===== src/cache_params.svh =====
`ifndef CACHE_PARAMS_SVH
`define CACHE_PARAMS_SVH

// Processor side byte address.
// The byte is bits 1..0, the index is bits 12..2 and the tag is bits 15..13.
`define CACHE_ADDR_W   16
`define CACHE_INDEX_W  11
`define CACHE_TAG_W    3
`define CACHE_LINES    2048

`define DATA_W         32

// Main memory covers the whole byte address space, one word per entry.
`define MEM_WORDS      16384

// Cycles from the first cycle of a command to its done pulse.
`define MEM_LATENCY    4

`endif


===== src/cache_pkg.sv =====
package cache_pkg;

    ////////////////////////////////////////
    // Controller states
    ////////////////////////////////////////

    // LOOKUP is visited again after every memory access. This means a
    // completed refill always ends in a regular hit.
    typedef enum logic [2:0] {
        IDLE      = 3'd0,
        LOOKUP    = 3'd1,
        WRITEBACK = 3'd2,
        REFILL    = 3'd3,
        COMPLETE  = 3'd4
    } ctrl_state_t;

    ////////////////////////////////////////
    // Main memory commands
    ////////////////////////////////////////

    // A command stays on the bus until memory answers with done.
    typedef enum logic [1:0] {
        MEM_NONE  = 2'd0,
        MEM_READ  = 2'd1,
        MEM_WRITE = 2'd2
    } mem_cmd_t;

endpackage


===== src/cache_array_if.sv =====
`include "cache_params.svh"

interface cache_array_if;

    // Request side, driven by the controller.
    logic [`CACHE_ADDR_W-1:0] addr;
    logic                     we;
    logic                     is_word;
    logic [`DATA_W-1:0]       wdata;
    logic                     set_valid;
    logic                     set_dirty;
    logic                     valid_val;
    logic                     dirty_val;

    // Lookup results for the line selected by addr.
    logic                     hit;
    logic                     dirty;
    logic [`DATA_W-1:0]       rdata;
    logic [`CACHE_ADDR_W-1:0] victim_addr;

    modport ctrl (
        output addr,
        output we,
        output is_word,
        output wdata,
        output set_valid,
        output set_dirty,
        output valid_val,
        output dirty_val,
        input  hit,
        input  dirty,
        input  rdata,
        input  victim_addr
    );

    modport array (
        input  addr,
        input  we,
        input  is_word,
        input  wdata,
        input  set_valid,
        input  set_dirty,
        input  valid_val,
        input  dirty_val,
        output hit,
        output dirty,
        output rdata,
        output victim_addr
    );

endinterface


===== src/mem_if.sv =====
`include "cache_params.svh"

interface mem_if import cache_pkg::*; ();

    // The addr is a byte address, and memory ignores bits 1..0.
    mem_cmd_t                 cmd;
    logic [`CACHE_ADDR_W-1:0] addr;
    logic [`DATA_W-1:0]       wdata;

    // The done signal is a one cycle pulse, and rdata is valid with it.
    logic [`DATA_W-1:0]       rdata;
    logic                     done;

    modport ctrl (
        output cmd,
        output addr,
        output wdata,
        input  rdata,
        input  done
    );

    modport mem (
        input  cmd,
        input  addr,
        input  wdata,
        output rdata,
        output done
    );

endinterface


===== src/cache_controller.sv =====
`include "cache_params.svh"

module cache_controller import cache_pkg::*; (
    input  logic                     clk,
    input  logic                     rst_n,
    input  logic                     req,
    input  logic                     req_we,
    input  logic                     req_is_word,
    input  logic [`CACHE_ADDR_W-1:0] req_addr,
    input  logic [`DATA_W-1:0]       req_wdata,
    output logic [`DATA_W-1:0]       resp_rdata,
    output logic                     resp_ready,
    cache_array_if.ctrl              arr,
    mem_if.ctrl                      mem
);

    ctrl_state_t state;
    ctrl_state_t state_next;

    logic [`CACHE_ADDR_W-1:0] held_addr;
    logic                     held_we;
    logic                     held_is_word;
    logic [`DATA_W-1:0]       held_wdata;
    logic [`DATA_W-1:0]       rdata_q;

    always_ff @(posedge clk) begin
        if (!rst_n) begin
            state <= IDLE;
        end else begin
            state <= state_next;
        end
    end

    // The request is taken once in IDLE and held for the whole access.
    always_ff @(posedge clk) begin
        if (state == IDLE && req) begin
            held_addr    <= req_addr;
            held_we      <= req_we;
            held_is_word <= req_is_word;
            held_wdata   <= req_wdata;
        end
        if (state == LOOKUP && arr.hit) begin
            rdata_q <= arr.rdata;
        end
    end

    assign resp_ready = (state == COMPLETE);
    assign resp_rdata = rdata_q;

    ////////////////////////////////////////
    // Next state and strobes
    ////////////////////////////////////////

    always_comb begin
        state_next    = state;
        arr.addr      = held_addr;
        arr.we        = 1'b0;
        arr.is_word   = 1'b1;
        arr.wdata     = held_wdata;
        arr.set_valid = 1'b0;
        arr.set_dirty = 1'b0;
        arr.valid_val = 1'b0;
        arr.dirty_val = 1'b0;
        mem.cmd       = MEM_NONE;
        mem.addr      = arr.victim_addr;
        mem.wdata     = arr.rdata;

        case (state)
            IDLE: begin
                if (req) begin
                    state_next = LOOKUP;
                end
            end

            LOOKUP: begin
                if (arr.hit) begin
                    state_next = COMPLETE;
                end else if (arr.dirty) begin
                    state_next = WRITEBACK;
                end else begin
                    state_next = REFILL;
                end
            end

            // The victim is clean once memory has it, so the second
            // lookup goes straight to the refill.
            WRITEBACK: begin
                mem.cmd = MEM_WRITE;
                if (mem.done) begin
                    arr.set_dirty = 1'b1;
                    arr.dirty_val = 1'b0;
                    state_next    = LOOKUP;
                end
            end

            REFILL: begin
                mem.cmd  = MEM_READ;
                mem.addr = {held_addr[`CACHE_ADDR_W-1:2], 2'b00};
                if (mem.done) begin
                    arr.we        = 1'b1;
                    arr.is_word   = 1'b1;
                    arr.wdata     = mem.rdata;
                    arr.set_valid = 1'b1;
                    arr.valid_val = 1'b1;
                    arr.set_dirty = 1'b1;
                    arr.dirty_val = 1'b0;
                    state_next    = LOOKUP;
                end
            end

            COMPLETE: begin
                if (held_we) begin
                    arr.we        = 1'b1;
                    arr.is_word   = held_is_word;
                    arr.set_dirty = 1'b1;
                    arr.dirty_val = 1'b1;
                end
                state_next = IDLE;
            end

            default: begin
                state_next = IDLE;
            end
        endcase
    end

endmodule


===== src/flat_wrapper.sv =====
// flat-port wrapper written by rule: the top's interface ports become plain ports
module cache_controller_flat import cache_pkg::*;
  (clk, rst_n, req, req_we, req_is_word, req_addr, req_wdata, resp_rdata, resp_ready, arr_addr, arr_we, arr_is_word, arr_wdata, arr_set_valid, arr_set_dirty, arr_valid_val, arr_dirty_val, arr_hit, arr_dirty, arr_rdata, arr_victim_addr, mem_cmd, mem_addr, mem_wdata, mem_rdata, mem_done);
  cache_array_if arr_i ();
  mem_if mem_i ();
  input  logic clk;
  input  logic rst_n;
  input  logic req;
  input  logic req_we;
  input  logic req_is_word;
  input  logic [`CACHE_ADDR_W-1:0] req_addr;
  input  logic [`DATA_W-1:0] req_wdata;
  output logic [`DATA_W-1:0] resp_rdata;
  output logic resp_ready;
  output wire logic [$bits(arr_i.addr)-1:0] arr_addr;
  output wire logic [$bits(arr_i.we)-1:0] arr_we;
  output wire logic [$bits(arr_i.is_word)-1:0] arr_is_word;
  output wire logic [$bits(arr_i.wdata)-1:0] arr_wdata;
  output wire logic [$bits(arr_i.set_valid)-1:0] arr_set_valid;
  output wire logic [$bits(arr_i.set_dirty)-1:0] arr_set_dirty;
  output wire logic [$bits(arr_i.valid_val)-1:0] arr_valid_val;
  output wire logic [$bits(arr_i.dirty_val)-1:0] arr_dirty_val;
  input wire logic [$bits(arr_i.hit)-1:0] arr_hit;
  input wire logic [$bits(arr_i.dirty)-1:0] arr_dirty;
  input wire logic [$bits(arr_i.rdata)-1:0] arr_rdata;
  input wire logic [$bits(arr_i.victim_addr)-1:0] arr_victim_addr;
  output wire logic [$bits(mem_i.cmd)-1:0] mem_cmd;
  output wire logic [$bits(mem_i.addr)-1:0] mem_addr;
  output wire logic [$bits(mem_i.wdata)-1:0] mem_wdata;
  input wire logic [$bits(mem_i.rdata)-1:0] mem_rdata;
  input wire logic [$bits(mem_i.done)-1:0] mem_done;
  assign arr_addr = arr_i.addr;
  assign arr_we = arr_i.we;
  assign arr_is_word = arr_i.is_word;
  assign arr_wdata = arr_i.wdata;
  assign arr_set_valid = arr_i.set_valid;
  assign arr_set_dirty = arr_i.set_dirty;
  assign arr_valid_val = arr_i.valid_val;
  assign arr_dirty_val = arr_i.dirty_val;
  assign arr_i.hit = arr_hit;
  assign arr_i.dirty = arr_dirty;
  assign arr_i.rdata = arr_rdata;
  assign arr_i.victim_addr = arr_victim_addr;
  assign mem_cmd = mem_i.cmd;
  assign mem_addr = mem_i.addr;
  assign mem_wdata = mem_i.wdata;
  assign mem_i.rdata = mem_rdata;
  assign mem_i.done = mem_done;
  cache_controller u_core (.clk(clk), .rst_n(rst_n), .req(req), .req_we(req_we), .req_is_word(req_is_word), .req_addr(req_addr), .req_wdata(req_wdata), .resp_rdata(resp_rdata), .resp_ready(resp_ready), .arr(arr_i), .mem(mem_i));
endmodule

===== config.mk =====
export PLATFORM = sky130hd
export DESIGN_NAME = cache_controller_flat
export DESIGN_NICKNAME = d
export VERILOG_FILES = /design/src/cache_pkg.sv /design/src/cache_array_if.sv /design/src/mem_if.sv /design/src/cache_controller.sv /design/src/flat_wrapper.sv
export VERILOG_INCLUDE_DIRS = /design/src
export SDC_FILE = /design/constraint.sdc
export NUM_CORES = 1
export LEC_CHECK = 0
export BUFFER_PORTS_ARGS = -buffer_cell sky130_fd_sc_hd__clkbuf_2
export CAP_MARGIN = 20
export CORE_AREA = 8 8 100 102
export DETAILED_ROUTE_END_ITERATION = 10
export DIE_AREA = 0 0 108 110
export PLACE_DENSITY = 0.81
export RECOVER_POWER = 100
export SYNTH_ARGS = -nofsm -noshare
export SYNTH_HDL_FRONTEND = slang
export SYNTH_SLANG_ARGS = --single-unit

===== constraint.sdc =====
create_clock -name clk -period 7.1 [get_ports clk]
set_clock_uncertainty 0.1 [all_clocks]
set_input_delay 1.065 -clock clk [delete_from_list [all_inputs] [get_ports clk]]
set_output_delay 1.065 -clock clk [all_outputs]
set_load 0.1 [all_outputs]

==> flow_metrics.env <==
export IMPL_endpoint_kind="output port"
export IMPL_slew_viol_final=0
export IMPL_fp_dieW_um=108
export IMPL_drv_cap=0
export IMPL_holdPathEnd="u_core.state[0]"
export IMPL_drt_initial_drc_count=91
export IMPL_grt_usage_pct=16.2
export IMPL_grt_ovfl_total=0
export IMPL_num_nets_final=581
export IMPL_routed_wl_um=10200
export IMPL_place_gp_congestion=0.823
export IMPL_vias=2568
export IMPL_power_density_nw_per_um2=307
export IMPL_path_class="in -> out"
export IMPL_clockPowerShare_pct=25.1
export IMPL_avgSynthCellArea_um2=17.8
export IMPL_fin_crit_ps=3980
export IMPL_area_growth_pct=35.2
export IMPL_cts_repair_resized=0
export IMPL_slowest_stage="clkbuf_1"
export IMPL_drive_above_1_share_pct=39.8
export IMPL_reg2reg_slack_ps=4540
export IMPL_worstReg2RegEnd="u_core.resp_rdata[11]"
export IMPL_ys_seq_area_share_pct=72.2
export IMPL_yosysTopAreaCell="edfxtp_1"
export IMPL_antenna_left=0
export IMPL_nFillCells=815
export IMPL_die_h_um=110
export IMPL_synth_common_cells="edfxtp_1, mux2_2, buf_4"
export IMPL_core_area_um2=8470
export IMPL_cts_post_setup_buffers_inserted=0
export IMPL_hold_start="u_core.state[0]"
export IMPL_switchingPower_uw=594
export IMPL_critPathTopFamily="buffers and inverters"
export IMPL_ys_types=21
export IMPL_combPwrFrac_pct=32.9
export IMPL_arrival_ps=2820
export IMPL_setup_tns_final_ps=0
export IMPL_fin_crit_sh_pct=56.1
export IMPL_hold_buffers=0
export IMPL_initial_core_util_pct=41.3
export IMPL_peakVddDrop_mv=0.174
export IMPL_syn_nets=332
export IMPL_synth_warnings=0
export IMPL_viasPerCell=4.60
export IMPL_yosys_register_bits=85
export IMPL_yosysMostFrequentCell="edfxtp_1"
export IMPL_cts_root_buf="clkbuf_8"
export IMPL_r2r_start="u_core.state[2]"
export IMPL_synth_cells=196
export IMPL_crit_path_max_incr_delay_ps=870
export IMPL_ys_async_sr_fraction_pct=0
export IMPL_boundaryPins=273
export IMPL_rows=34
export IMPL_rsz0062_at_grt="false"
export IMPL_sequentialPowerShare_pct=41.9
export IMPL_cts_tree="built"
export IMPL_htree_levels=3
export IMPL_clock_latency_ps=340
export IMPL_place_area_um2=4730
export IMPL_critPathLaunchType="primary input"
export IMPL_status="completed"
export IMPL_p_leak_nw=1.85
export IMPL_reg2reg_depth=3
export IMPL_antennaDiodeCount=0
export IMPL_hold_viol=0
export IMPL_grt_pass1_vias=2788
export IMPL_synthTopCellsByArea="edfxtp_1, mux2_2, buf_4, dfxtp_1, buf_6"
export IMPL_final_area_um2=4730
export IMPL_clkTransAtPathRegs_ps=80
export IMPL_internal_power_uw=855
export IMPL_p_sw_share_pct=41.0
export IMPL_worst_slew_pin_transition_ps=1410
export IMPL_path_cells="clkbuf_2 -> nand3_4 -> mux2_2 -> clkbuf_1"
export IMPL_clockBufferDepth=2
export IMPL_path_buf_inv=2
export IMPL_hold_depth=2
export IMPL_wl_per_cell_um=18.3
export IMPL_synth_top_cell_area_share_pct=70.5
export IMPL_cp_max_fo=34
export IMPL_worstPathRequired_ps=5930
export IMPL_die_area_um2=11900
export IMPL_netlist_area_um2=3490
export IMPL_synth_edf_count=82
export IMPL_port_buffers=272
export IMPL_relSlewSlack_pct=6.17
export IMPL_hold_class="reg -> reg"
export IMPL_cts_sinks=85
export IMPL_dpl_hpwl_um=8620
export IMPL_ys_flop_type="edfxtp_1"
export IMPL_grt_max_degree=35
export IMPL_antenna_found_initial=0
export IMPL_drc=0
export IMPL_numCtsBuffers=9
export IMPL_fmax_mhz=251
export IMPL_setup_viol=0
export IMPL_drtPass1Iterations=4
export IMPL_grt_pass1_wl_um=14500
-- cell families after synthesis --
group | synth area share (%)
muxes | 14.8
and+or+nand+nor | 3.55
DFF | 72.2
AOI/OAI and AO/OA | 0.645
buffers and inverters | 8.81
-- layer usage --
| metal | vias to the layer above | GRT usage, % | part of all wire [%] |
|---|---|---|---|
| li1 | 1194 | - | - |
| met1 | 1213 | 14.4 | 31 |
| met2 | 152 | 32.0 | 57 |
| met3 | 9 | 6.92 | 11 |
| met4 | 0 | 4.46 | 0.88 |
| met5 | - | 0 | 0 |
-- state kept, by name, indices dropped and copies added (netlist names) --
register / cells
u_core.arr.addr: 16
u_core.state: 3
u_core.resp_rdata: 32
u_core.held_wdata: 32
u_core.held_we: 1
u_core.held_is_word: 1
-- final cells by class --
type	instances	area, um^2	area share [%]
timing repair buffer	275	1180	24.9
sequential	85	2520	53.4
clock inverter	6	87.6	1.85
clock buffer	10	128	2.70
tap	108	135	2.86
inverter	4	15.0	0.318
multi-input combinational	70	662	14.0
-- worst max-delay path by stage --
stage / startpoint / end / depth (start not counted)
global route: mem_done / arr_wdata[7] / 4
floorplan: u_core.state[2] / arr_set_dirty / 3
detailed placement: mem_done / arr_wdata[20] / 4
global placement: mem_done / arr_wdata[3] / 4
CTS: mem_done / arr_wdata[20] / 4
finish: mem_done / arr_wdata[20] / 4
-- cells in the final DEF (no fill, tap or decap), drive strengths merged --
master	instances
inv	4
or2	1
bufinv	2
o21ai	2
dfxtp	3
nand2b	1
mux2	46
o22ai	1
and3	1
and2b	1
nor2b	1
nand2	5
and2	4
a31oi	1
nor2	2
edfxtp	82
clkinv	4
nand3	1
nor3	2
clkbuf	285
nor3b	1
-- through the flow --
stage	setup WS (ps)	utilization (%)	hold slack (ps)	power (mW)	std cells
2_1_floorplan	1810	-	424	1.03	196
3_3_place_gp	3560	55.8	460	1.11	542
3_5_place_dp	3510	55.8	483	1.11	542
4_1_cts	3510	58.4	494	1.48	558
5_1_grt	3020	55.8	535	1.50	558
6_report	3120	55.8	485	1.45	558
-- tightest hold or removal path: stages, from the launching register on --
cell     delay, ps
dfxtp_1        360
nor2_1         110
a31oi_1         80
-- power groups by stage --
stage	clock network [mW]	logic, mW	registers (mW)
detailed placement	0	0.496	0.618
CTS	0.375	0.497	0.607
global placement	0	0.492	0.617
finish	0.364	0.477	0.607
floorplan	0	0.299	0.733
global route	0.395	0.491	0.612
No activity file was read; power rests on OpenSTA's default activity.
